==> src/hw/tex_pkg.sv <==
`default_nettype none

package tex_pkg;

    // request geometry
    localparam int num_lanes  = 2;
    localparam int num_texels = 4;
    localparam int req_infow  = 8;

    // scheduler queue
    localparam int queue_size = 2;
    localparam int slot_bits  = $clog2(queue_size);

    // reads per request, flattened texel-major
    localparam int num_reads  = num_texels * num_lanes;
    localparam int idx_bits   = $clog2(num_reads);

    // tag is {slot, texel, lane}
    localparam int mem_tagw   = slot_bits + idx_bits;

    typedef enum logic [1:0] {
        stride_byte = 2'd0,
        stride_half = 2'd1,
        stride_word = 2'd2
    } tex_stride_e;

    typedef enum logic {
        filter_point    = 1'b0,
        filter_bilinear = 1'b1
    } tex_filter_e;

    typedef enum logic [1:0] {
        slot_free  = 2'd0,
        slot_issue = 2'd1,
        slot_wait  = 2'd2,
        slot_done  = 2'd3
    } slot_state_e;

endpackage

`default_nettype wire

==> src/hw/tex_addr_gen.sv <==
`timescale 1ns/100ps
`default_nettype none

module tex_addr_gen (
    input  wire [tex_pkg::num_lanes-1:0]                              req_mask,
    input  wire tex_pkg::tex_filter_e                                 req_filter,
    input  wire [tex_pkg::num_lanes-1:0][31:0]                        req_baseaddr,
    input  wire [tex_pkg::num_lanes-1:0][tex_pkg::num_texels-1:0][31:0] req_addr,
    output wire [tex_pkg::num_texels-1:0][tex_pkg::num_lanes-1:0][29:0] word_addr,
    output wire [tex_pkg::num_texels-1:0][tex_pkg::num_lanes-1:0][1:0]  byte_off,
    output wire [tex_pkg::num_texels-1:0][tex_pkg::num_lanes-1:0]       texel_mask,
    output wire [tex_pkg::num_texels-1:0]                             dups
);

    import tex_pkg::*;

    logic [num_lanes-1:0][num_texels-1:0][31:0] full_addr;

    // byte address, then word/offset split
    for (genvar l = 0; l < num_lanes; l++) begin : g_lane
        for (genvar t = 0; t < num_texels; t++) begin : g_texel
            assign full_addr[l][t] = req_baseaddr[l] + req_addr[l][t];
            assign word_addr[t][l] = full_addr[l][t][31:2];
            assign byte_off[t][l]  = full_addr[l][t][1:0];
        end
    end

    for (genvar t = 0; t < num_texels; t++) begin : g_need
        logic                 texel_used;
        logic [num_lanes-1:0] lane_match;

        // point sampling only reads texel 0
        assign texel_used = (req_filter == filter_bilinear) || (t == 0);

        // inactive lanes never break a match
        for (genvar l = 0; l < num_lanes; l++) begin : g_match
            assign lane_match[l] = (l == 0) || !req_mask[l]
                                 || (req_addr[l][t] == req_addr[0][t]);
        end

        assign dups[t] = req_mask[0] && (&lane_match);

        // lane 0 reads on behalf of the others
        for (genvar l = 0; l < num_lanes; l++) begin : g_mask
            assign texel_mask[t][l] = req_mask[l] && texel_used && (!dups[t] || (l == 0));
        end
    end

endmodule

`default_nettype wire

==> src/hw/tex_mem_sched.sv <==
`timescale 1ns/100ps
`default_nettype none

module tex_mem_sched (
    input  wire                                                       clk,
    input  wire                                                       arst_n,
    input  wire                                                       req_valid,
    input  wire [tex_pkg::num_texels-1:0][tex_pkg::num_lanes-1:0][29:0] word_addr,
    input  wire [tex_pkg::num_texels-1:0][tex_pkg::num_lanes-1:0][1:0]  byte_off,
    input  wire [tex_pkg::num_texels-1:0][tex_pkg::num_lanes-1:0]       texel_mask,
    input  wire [tex_pkg::num_texels-1:0]                             dups,
    input  wire [tex_pkg::num_lanes-1:0]                              req_mask,
    input  wire tex_pkg::tex_stride_e                                 req_lgstride,
    input  wire [tex_pkg::req_infow-1:0]                              req_info,
    output wire                                                       req_ready,
    output wire                                                       mem_req_valid,
    output wire [29:0]                                                mem_req_addr,
    output wire [tex_pkg::mem_tagw-1:0]                               mem_req_tag,
    input  wire                                                       mem_req_ready,
    input  wire                                                       mem_rsp_valid,
    input  wire [31:0]                                                mem_rsp_data,
    input  wire [tex_pkg::mem_tagw-1:0]                               mem_rsp_tag,
    output wire                                                       mem_rsp_ready,
    output wire                                                       done_valid,
    output wire [tex_pkg::num_texels-1:0][tex_pkg::num_lanes-1:0][31:0] done_data,
    output wire [tex_pkg::num_lanes-1:0]                              done_mask,
    output wire tex_pkg::tex_stride_e                                 done_lgstride,
    output wire [tex_pkg::num_texels-1:0][tex_pkg::num_lanes-1:0][1:0]  done_off,
    output wire [tex_pkg::num_texels-1:0]                             done_dups,
    output wire [tex_pkg::req_infow-1:0]                              done_info,
    input  wire                                                       done_ready
);

    import tex_pkg::*;

    // slot control
    slot_state_e                slot_state [queue_size];
    logic [num_reads-1:0]       slot_pend  [queue_size];
    logic [num_reads-1:0]       slot_outs  [queue_size];
    logic [num_reads-1:0]       pend_nxt   [queue_size];
    logic [num_reads-1:0]       outs_nxt   [queue_size];

    // slot payload
    logic [num_reads-1:0][29:0] slot_addr   [queue_size];
    logic [num_reads-1:0][1:0]  slot_off    [queue_size];
    logic [num_reads-1:0][31:0] slot_data   [queue_size];
    logic [num_texels-1:0]      slot_dups   [queue_size];
    logic [num_lanes-1:0]       slot_mask   [queue_size];
    tex_stride_e                slot_stride [queue_size];
    logic [req_infow-1:0]       slot_info   [queue_size];

    logic [slot_bits-1:0]       alloc_ptr;
    logic [slot_bits-1:0]       rel_ptr;
    logic [slot_bits-1:0]       iss_slot;
    logic [slot_bits-1:0]       rsp_slot;
    logic [idx_bits-1:0]        iss_idx;
    logic [idx_bits-1:0]        rsp_idx;
    logic                       iss_found;

    wire req_fire  = req_valid && req_ready;
    wire mem_fire  = mem_req_valid && mem_req_ready;
    wire done_fire = done_valid && done_ready;

    // free slots are contiguous from alloc_ptr
    assign req_ready = (slot_state[alloc_ptr] == slot_free);

    assign rsp_slot = mem_rsp_tag[mem_tagw-1 -: slot_bits];
    assign rsp_idx  = mem_rsp_tag[idx_bits-1:0];

    // oldest slot with reads left, then lowest texel/lane
    always_comb begin
        logic [slot_bits-1:0] s;
        iss_found = 1'b0;
        iss_slot  = rel_ptr;
        iss_idx   = '0;
        for (int k = 0; k < queue_size; k++) begin
            s = rel_ptr + slot_bits'(k);
            if (!iss_found && slot_state[s] == slot_issue) begin
                iss_found = 1'b1;
                iss_slot  = s;
            end
        end
        for (int i = num_reads - 1; i >= 0; i--) begin
            if (slot_pend[iss_slot][i]) begin
                iss_idx = idx_bits'(i);
            end
        end
    end

    assign mem_req_valid = iss_found;
    assign mem_req_addr  = slot_addr[iss_slot][iss_idx];
    assign mem_req_tag   = {iss_slot, iss_idx};

    // each slot holds room for all of its own reads
    assign mem_rsp_ready = 1'b1;

    always_comb begin
        for (int s = 0; s < queue_size; s++) begin
            pend_nxt[s] = slot_pend[s];
            outs_nxt[s] = slot_outs[s];
            if (mem_fire && iss_slot == slot_bits'(s)) begin
                pend_nxt[s][iss_idx] = 1'b0;
                outs_nxt[s][iss_idx] = 1'b1;
            end
            if (mem_rsp_valid && rsp_slot == slot_bits'(s)) begin
                outs_nxt[s][rsp_idx] = 1'b0;
            end
        end
    end

    always_ff @(posedge clk or negedge arst_n) begin
        if (!arst_n) begin
            alloc_ptr <= '0;
            rel_ptr   <= '0;
            for (int s = 0; s < queue_size; s++) begin
                slot_state[s] <= slot_free;
                slot_pend[s]  <= '0;
                slot_outs[s]  <= '0;
            end
        end else begin
            for (int s = 0; s < queue_size; s++) begin
                slot_pend[s] <= pend_nxt[s];
                slot_outs[s] <= outs_nxt[s];
                case (slot_state[s])
                    slot_free: begin
                        if (req_fire && alloc_ptr == slot_bits'(s)) begin
                            slot_pend[s]  <= texel_mask;
                            // empty lane mask skips straight to done
                            slot_state[s] <= (texel_mask == '0) ? slot_done : slot_issue;
                        end
                    end
                    slot_issue, slot_wait: begin
                        if (pend_nxt[s] == '0 && outs_nxt[s] == '0) begin
                            slot_state[s] <= slot_done;
                        end else if (pend_nxt[s] == '0) begin
                            slot_state[s] <= slot_wait;
                        end
                    end
                    default: begin
                        if (done_fire && rel_ptr == slot_bits'(s)) begin
                            slot_state[s] <= slot_free;
                        end
                    end
                endcase
            end
            if (req_fire) begin
                alloc_ptr <= alloc_ptr + 1'b1;
            end
            if (done_fire) begin
                rel_ptr <= rel_ptr + 1'b1;
            end
        end
    end

    always_ff @(posedge clk) begin
        if (req_fire) begin
            slot_addr[alloc_ptr]   <= word_addr;
            slot_off[alloc_ptr]    <= byte_off;
            slot_dups[alloc_ptr]   <= dups;
            slot_mask[alloc_ptr]   <= req_mask;
            slot_stride[alloc_ptr] <= req_lgstride;
            slot_info[alloc_ptr]   <= req_info;
        end
        if (mem_rsp_valid) begin
            slot_data[rsp_slot][rsp_idx] <= mem_rsp_data;
        end
    end

    // only the oldest slot may complete
    assign done_valid    = (slot_state[rel_ptr] == slot_done);
    assign done_data     = slot_data[rel_ptr];
    assign done_mask     = slot_mask[rel_ptr];
    assign done_lgstride = slot_stride[rel_ptr];
    assign done_off      = slot_off[rel_ptr];
    assign done_dups     = slot_dups[rel_ptr];
    assign done_info     = slot_info[rel_ptr];

endmodule

`default_nettype wire

==> src/hw/tex_rsp_format.sv <==
`timescale 1ns/100ps
`default_nettype none

module tex_rsp_format (
    input  wire                                                       clk,
    input  wire                                                       arst_n,
    input  wire                                                       done_valid,
    input  wire [tex_pkg::num_texels-1:0][tex_pkg::num_lanes-1:0][31:0] done_data,
    input  wire [tex_pkg::num_lanes-1:0]                              done_mask,
    input  wire tex_pkg::tex_stride_e                                 done_lgstride,
    input  wire [tex_pkg::num_texels-1:0][tex_pkg::num_lanes-1:0][1:0]  done_off,
    input  wire [tex_pkg::num_texels-1:0]                             done_dups,
    input  wire [tex_pkg::req_infow-1:0]                              done_info,
    output wire                                                       done_ready,
    output logic                                                      rsp_valid,
    output logic [tex_pkg::num_lanes-1:0]                             rsp_mask,
    output logic [tex_pkg::num_lanes-1:0][tex_pkg::num_texels-1:0][31:0] rsp_data,
    output logic [tex_pkg::req_infow-1:0]                             rsp_info,
    input  wire                                                       rsp_ready
);

    import tex_pkg::*;

    logic [num_lanes-1:0][num_texels-1:0][31:0] fmt_data;

    wire stall = rsp_valid && !rsp_ready;

    for (genvar l = 0; l < num_lanes; l++) begin : g_lane
        for (genvar t = 0; t < num_texels; t++) begin : g_texel
            logic [31:0] src;
            logic [31:0] sh_half;
            logic [31:0] sh_byte;

            // duplicates were only read by lane 0
            assign src = ((l == 0) || done_dups[t]) ? done_data[t][0] : done_data[t][l];

            assign sh_half = done_off[t][l][1] ? {16'h0, src[31:16]} : src;
            assign sh_byte = done_off[t][l][0] ? {8'h0, sh_half[31:8]} : sh_half;

            always_comb begin
                case (done_lgstride)
                    stride_byte: fmt_data[l][t] = {24'h0, sh_byte[7:0]};
                    stride_half: fmt_data[l][t] = {16'h0, sh_byte[15:0]};
                    default:     fmt_data[l][t] = sh_byte;
                endcase
            end
        end
    end

    assign done_ready = !stall;

    always_ff @(posedge clk or negedge arst_n) begin
        if (!arst_n) begin
            rsp_valid <= 1'b0;
        end else if (!stall) begin
            rsp_valid <= done_valid;
        end
    end

    // output register holds while stalled
    always_ff @(posedge clk) begin
        if (!stall) begin
            rsp_mask <= done_mask;
            rsp_data <= fmt_data;
            rsp_info <= done_info;
        end
    end

endmodule

`default_nettype wire

==> src/hw/tex_mem_unit.sv <==
`timescale 1ns/100ps
`default_nettype none

module tex_mem_unit (
    input  wire                                                       clk,
    input  wire                                                       arst_n,
    input  wire                                                       req_valid,
    input  wire [tex_pkg::num_lanes-1:0]                              req_mask,
    input  wire tex_pkg::tex_filter_e                                 req_filter,
    input  wire tex_pkg::tex_stride_e                                 req_lgstride,
    input  wire [tex_pkg::num_lanes-1:0][31:0]                        req_baseaddr,
    input  wire [tex_pkg::num_lanes-1:0][tex_pkg::num_texels-1:0][31:0] req_addr,
    input  wire [tex_pkg::req_infow-1:0]                              req_info,
    output wire                                                       req_ready,
    output wire                                                       mem_req_valid,
    output wire [29:0]                                                mem_req_addr,
    output wire [tex_pkg::mem_tagw-1:0]                               mem_req_tag,
    input  wire                                                       mem_req_ready,
    input  wire                                                       mem_rsp_valid,
    input  wire [31:0]                                                mem_rsp_data,
    input  wire [tex_pkg::mem_tagw-1:0]                               mem_rsp_tag,
    output wire                                                       mem_rsp_ready,
    output wire                                                       rsp_valid,
    output wire [tex_pkg::num_lanes-1:0]                              rsp_mask,
    output wire [tex_pkg::num_lanes-1:0][tex_pkg::num_texels-1:0][31:0] rsp_data,
    output wire [tex_pkg::req_infow-1:0]                              rsp_info,
    input  wire                                                       rsp_ready
);

    import tex_pkg::*;

    wire [num_texels-1:0][num_lanes-1:0][29:0] word_addr;
    wire [num_texels-1:0][num_lanes-1:0][1:0]  byte_off;
    wire [num_texels-1:0][num_lanes-1:0]       texel_mask;
    wire [num_texels-1:0]                      dups;

    wire                                       done_valid;
    wire [num_texels-1:0][num_lanes-1:0][31:0] done_data;
    wire [num_lanes-1:0]                       done_mask;
    tex_stride_e                               done_lgstride;
    wire [num_texels-1:0][num_lanes-1:0][1:0]  done_off;
    wire [num_texels-1:0]                      done_dups;
    wire [req_infow-1:0]                       done_info;
    wire                                       done_ready;

    tex_addr_gen addr_gen (
        .req_mask     (req_mask),
        .req_filter   (req_filter),
        .req_baseaddr (req_baseaddr),
        .req_addr     (req_addr),
        .word_addr    (word_addr),
        .byte_off     (byte_off),
        .texel_mask   (texel_mask),
        .dups         (dups)
    );

    tex_mem_sched mem_sched (
        .clk           (clk),
        .arst_n        (arst_n),
        .req_valid     (req_valid),
        .word_addr     (word_addr),
        .byte_off      (byte_off),
        .texel_mask    (texel_mask),
        .dups          (dups),
        .req_mask      (req_mask),
        .req_lgstride  (req_lgstride),
        .req_info      (req_info),
        .req_ready     (req_ready),
        .mem_req_valid (mem_req_valid),
        .mem_req_addr  (mem_req_addr),
        .mem_req_tag   (mem_req_tag),
        .mem_req_ready (mem_req_ready),
        .mem_rsp_valid (mem_rsp_valid),
        .mem_rsp_data  (mem_rsp_data),
        .mem_rsp_tag   (mem_rsp_tag),
        .mem_rsp_ready (mem_rsp_ready),
        .done_valid    (done_valid),
        .done_data     (done_data),
        .done_mask     (done_mask),
        .done_lgstride (done_lgstride),
        .done_off      (done_off),
        .done_dups     (done_dups),
        .done_info     (done_info),
        .done_ready    (done_ready)
    );

    tex_rsp_format rsp_format (
        .clk           (clk),
        .arst_n        (arst_n),
        .done_valid    (done_valid),
        .done_data     (done_data),
        .done_mask     (done_mask),
        .done_lgstride (done_lgstride),
        .done_off      (done_off),
        .done_dups     (done_dups),
        .done_info     (done_info),
        .done_ready    (done_ready),
        .rsp_valid     (rsp_valid),
        .rsp_mask      (rsp_mask),
        .rsp_data      (rsp_data),
        .rsp_info      (rsp_info),
        .rsp_ready     (rsp_ready)
    );

endmodule

`default_nettype wire

==> config.mk <==
export PLATFORM = sky130hd
export DESIGN_NAME = tex_mem_unit
export DESIGN_NICKNAME = d
export VERILOG_FILES = /design/src/hw/tex_pkg.sv /design/src/hw/tex_addr_gen.sv /design/src/hw/tex_mem_sched.sv /design/src/hw/tex_rsp_format.sv /design/src/hw/tex_mem_unit.sv
export SDC_FILE = /design/constraint.sdc
export NUM_CORES = 2
export LEC_CHECK = 0
export BUFFER_PORTS_ARGS = -buffer_cell sky130_fd_sc_hd__buf_2
export CAP_MARGIN = 20
export CORE_ASPECT_RATIO = 0.5
export CORE_MARGIN = 3
export CORE_UTILIZATION = 55
export DETAILED_ROUTE_END_ITERATION = 7
export PLACE_DENSITY = 0.78
export SLEW_MARGIN = 20
export SYNTH_ARGS = -nofsm -noshare
export SYNTH_HDL_FRONTEND = slang
export SYNTH_SLANG_ARGS = --single-unit
==> constraint.sdc <==
create_clock -name clk -period 63.5 [get_ports clk]
set_input_delay 15.875 -clock clk [delete_from_list [all_inputs] [get_ports clk]]
set_output_delay 15.875 -clock clk [all_outputs]
set_load 0.02 [all_outputs]
==> summary.md <==
| Metric | Value |
|---|---|
| Status | completed |
| Max-slew violation count | 0 |
| Synth warn | 0 |
| Synth Net Count | 5,814 |
| Fmax | around 45 MHz |
| Synth top area share | 58.5% |
| CTS H-tree depth | 3 |
| Area contributors post-synth | edfxtp_1, ha_1, mux2i_1 |
| Die W | 503 um |
| Cell count after synthesis | roughly 5,200 |
| Final setup vio count | 0 |
| Setup TNS | 0 ns |
| Vias per cell | about 6.4 |
| Initial antenna violation count | 23 |
| Synth area leader | edfxtp_1 |
| Die Span Y | about 250 um |
| Commonest non-fill, non-tap cell in the layout | edfxtp_1 |
| DIE AREA | roughly 130,000 um2 |
| Syn_area_per_cell | about 13 um2 |
| Wirelength per Cell | slightly below 30 um |
| CTS resizes | 0 |
| Post-synthesis sequential area ratio | 59.9% |
| Synthesis-to-layout area growth | 13.6% |
| Core area | between 100,000 and 150,000 um2 |
| Commonest cells after routing, fill and taps aside | edfxtp_1, buf_2, nor2_1, a21oi_1, mux2i_1 |
| Tightest hold margin | 0.492 ns |
| Drc violations | 0 |
| HP Class | flip-flop to flip-flop |
| Ports | around 680 |
| Final Net Count | around 6,500 |
| First-pass GRT wire length | 314,000 um |
| Post-route setup slack | 41.42 ns |
| Crit path DAT | between 6 and 7 ns |
| Clock sink count | 1,361 |
| Final Util | between 60 and 70% |
| CTS Buf Count | 114 |
| Post-CTS setup buffers | 0 |
| Lkg Pwr | between 20 and 30 nW |
| Tot GR Track Use | about 34% |
| Mapped cell area | 67,900 um2 |
| Drt pass-1 iters | 7 |
| Pin count of the biggest net entering global routing | 116 |
| HPWL Detailed | ~160,000 um |
| FP Rows | 90 |
| CP Class | flip-flop to primary output |
| Final wirelength | 221,000 um |
| Clk_skew | ~0.05 ns |
| Relative slew slack | 24.1% |
| Crit path max fanout | 66 |
| Share of cells above drive strength 1 | about a fifth |
| GRT overflow | 0 |
| Worst Tran Pin Value | approximately 1.1 ns |
| Port buffer count | ~680 |
| Routability cong. | between 1 and 1.5 |
| Period Utilization, post-route | 34.8% |
| Worst vdd ir | 0.0000378 V |
| Clock latency on the worst-skew pair | a little under 0.8 ns |
| Post-route ant nets | 0 |
| CTS tree | done |
| Worst setup SP type | flip-flop |
| Tmin final | about 22 ns |
| Initial core utilization | between 50% and 60% |
| MaxCap Viol Count | 0 |
| Number of synthesized flops with an enable pin | roughly 1,300 |
| Setup WS pre-CTS | 42.24 ns |
| Root Driver | clkbuf_16 |
| RSZ-0062 raised after global routing | false |
| Vias | 48,500 |
| WP data required | around 48 ns |
| Power Density | around 45 nW/um2 |
| CP endpoint kind | primary output |
| Netlist cell types | 89 |
| Hold Violations, Final | 0 |
| CTS Hold Bufs | 0 |
| Placed Area | about 73,000 um2 |
| CTS Buffer Depth | 3 |
| Vias in the first global route | 46,800 |
| Post-route cell area | roughly 77,000 um2 |
| Number of synthesized register bits | between 1,000 and 1,500 |
| Main flop type after synthesis | edfxtp_1 |
| Drt first-iter violations | just over 6,000 |
| Synth async-reset ratio | under 10% |
| Worst-path clk slew | 0.07 ns |
## metrics by stage
stage / power (mW) / std cells
CTS: 3.48 / 7544
global route: 3.62 / 7554
finish: 3.49 / 7558
detailed placement: 2.75 / 7333
global placement: 2.73 / 7333
floorplan: 2.27 / 5179
## state kept, by name (all words and copies together) (netlist names), 2 cells and up
register               cells
mem_sched.slot_dups        8
mem_sched.slot_pend       16
mem_sched.slot_data      512
mem_sched.slot_mask        4
rsp_format.rsp_data      256
rsp_format.rsp_mask        2
mem_sched.slot_info       16
mem_sched.slot_stride      4
mem_sched.slot_off        32
mem_sched.slot_addr      480
mem_sched.slot_outs       16
mem_sched.slot_state       4
rsp_format.rsp_info        8
## worst paths after layout
path | start | end | slack [ns] | cells after the start
max in group asynchronous | arst_n | mem_sched.rel_ptr | 47.58 | 1
min in group asynchronous | arst_n | mem_sched.slot_outs[15] | 15.24 | 1
hold reg to reg | mem_sched.slot_outs[6] | mem_sched.slot_outs[6] | 0.49 | 1
setup / recovery | mem_sched.rel_ptr | mem_req_addr[15] | 41.42 | 13
hold / removal | mem_sched.slot_outs[6] | mem_sched.slot_outs[6] | 0.49 | 1
setup reg to reg | mem_sched.rel_ptr | rsp_format.rsp_data[138] | 57.97 | 9
## critical path, cell delays in order (launching register included)
cell and delay [ns]:
dfrtp_4 0.70, inv_2 0.14, maj3_4 0.68, inv_4 0.30, nor2_1 0.20, o21ai_2 0.13, and2_1 0.28, inv_4 0.44
buf_4 0.91, nand2_1 0.70, o22ai_1 0.43, a211oi_1 0.10, nand2_1 0.16, buf_2 0.19
## layout make-up
| cell class | instances | area, um2 |
|---|---|---|
| Clock inverter | 71 | 882 |
| Timing Repair Buffer | 743 | 3900 |
| Fill cell | 8990 | 44400 |
| Tap cell | 1610 | 2010 |
| Clock buffer | 140 | 2970 |
| Sequential cell | 1361 | 40700 |
| Antenna cell | 14 | 35.0 |
| Inverter | 145 | 549 |
| Multi-Input combinational cell | 3474 | 26100 |
## cells in the mapped netlist (13+ instances only)
library cell / n
a31oi_1: 15
edfxtp_1: 1322
or2_2: 13
inv_1: 141
mux2_2: 110
a22oi_1: 91
o21bai_1: 24
nor4_1: 39
o21a_1: 37
and3_1: 17
or4_1: 14
clkbuf_1: 137
or3_1: 20
nand2b_1: 43
xor2_1: 193
buf_2: 25
nor2b_1: 115
a21o_1: 80
ha_1: 252
a211oi_1: 134
buf_1: 32
dfrtp_1: 39
and2_1: 18
nand3_1: 75
nor2_1: 416
mux2i_1: 314
xnor2_1: 152
a21boi_0: 14
a211o_1: 18
nor3_1: 41
mux4_2: 91
o21ai_0: 202
o211ai_1: 15
o22ai_1: 94
a21oi_1: 363
nand2_1: 278
nand4_1: 26
## report_power, final
part | internal, mW | switching [mW]
registers | 1.21 | 0.0621
clock network | 0.404 | 0.334
logic | 0.496 | 0.992
total | 2.11 | 1.39
## cell families (layout without fill, tap and decap cells)
group	Yosys count	in the layout	synth area share (%)
DFF	1361	1361	59.9
AOI/OAI and AO/OA	1200	1200	11.3
and+or+nand+nor	1150	1150	7.96
muxes	517	517	9.51
xor gates and xnor gates	345	345	4.45
buffers and inverters	344	1099	1.98
adders and majority gates	261	261	4.90
other	1	15	0.00552
## layer usage
layer	vias to the layer above	track usage (%)	part of all wire, %
met4	6	16.0	5.4
met1	24000	44.2	38
met3	528	5.88	9.1
met2	2783	55.7	48
li1	21200	-	-
met5	-	0	0.019
(Power assumes the default switching activity.)
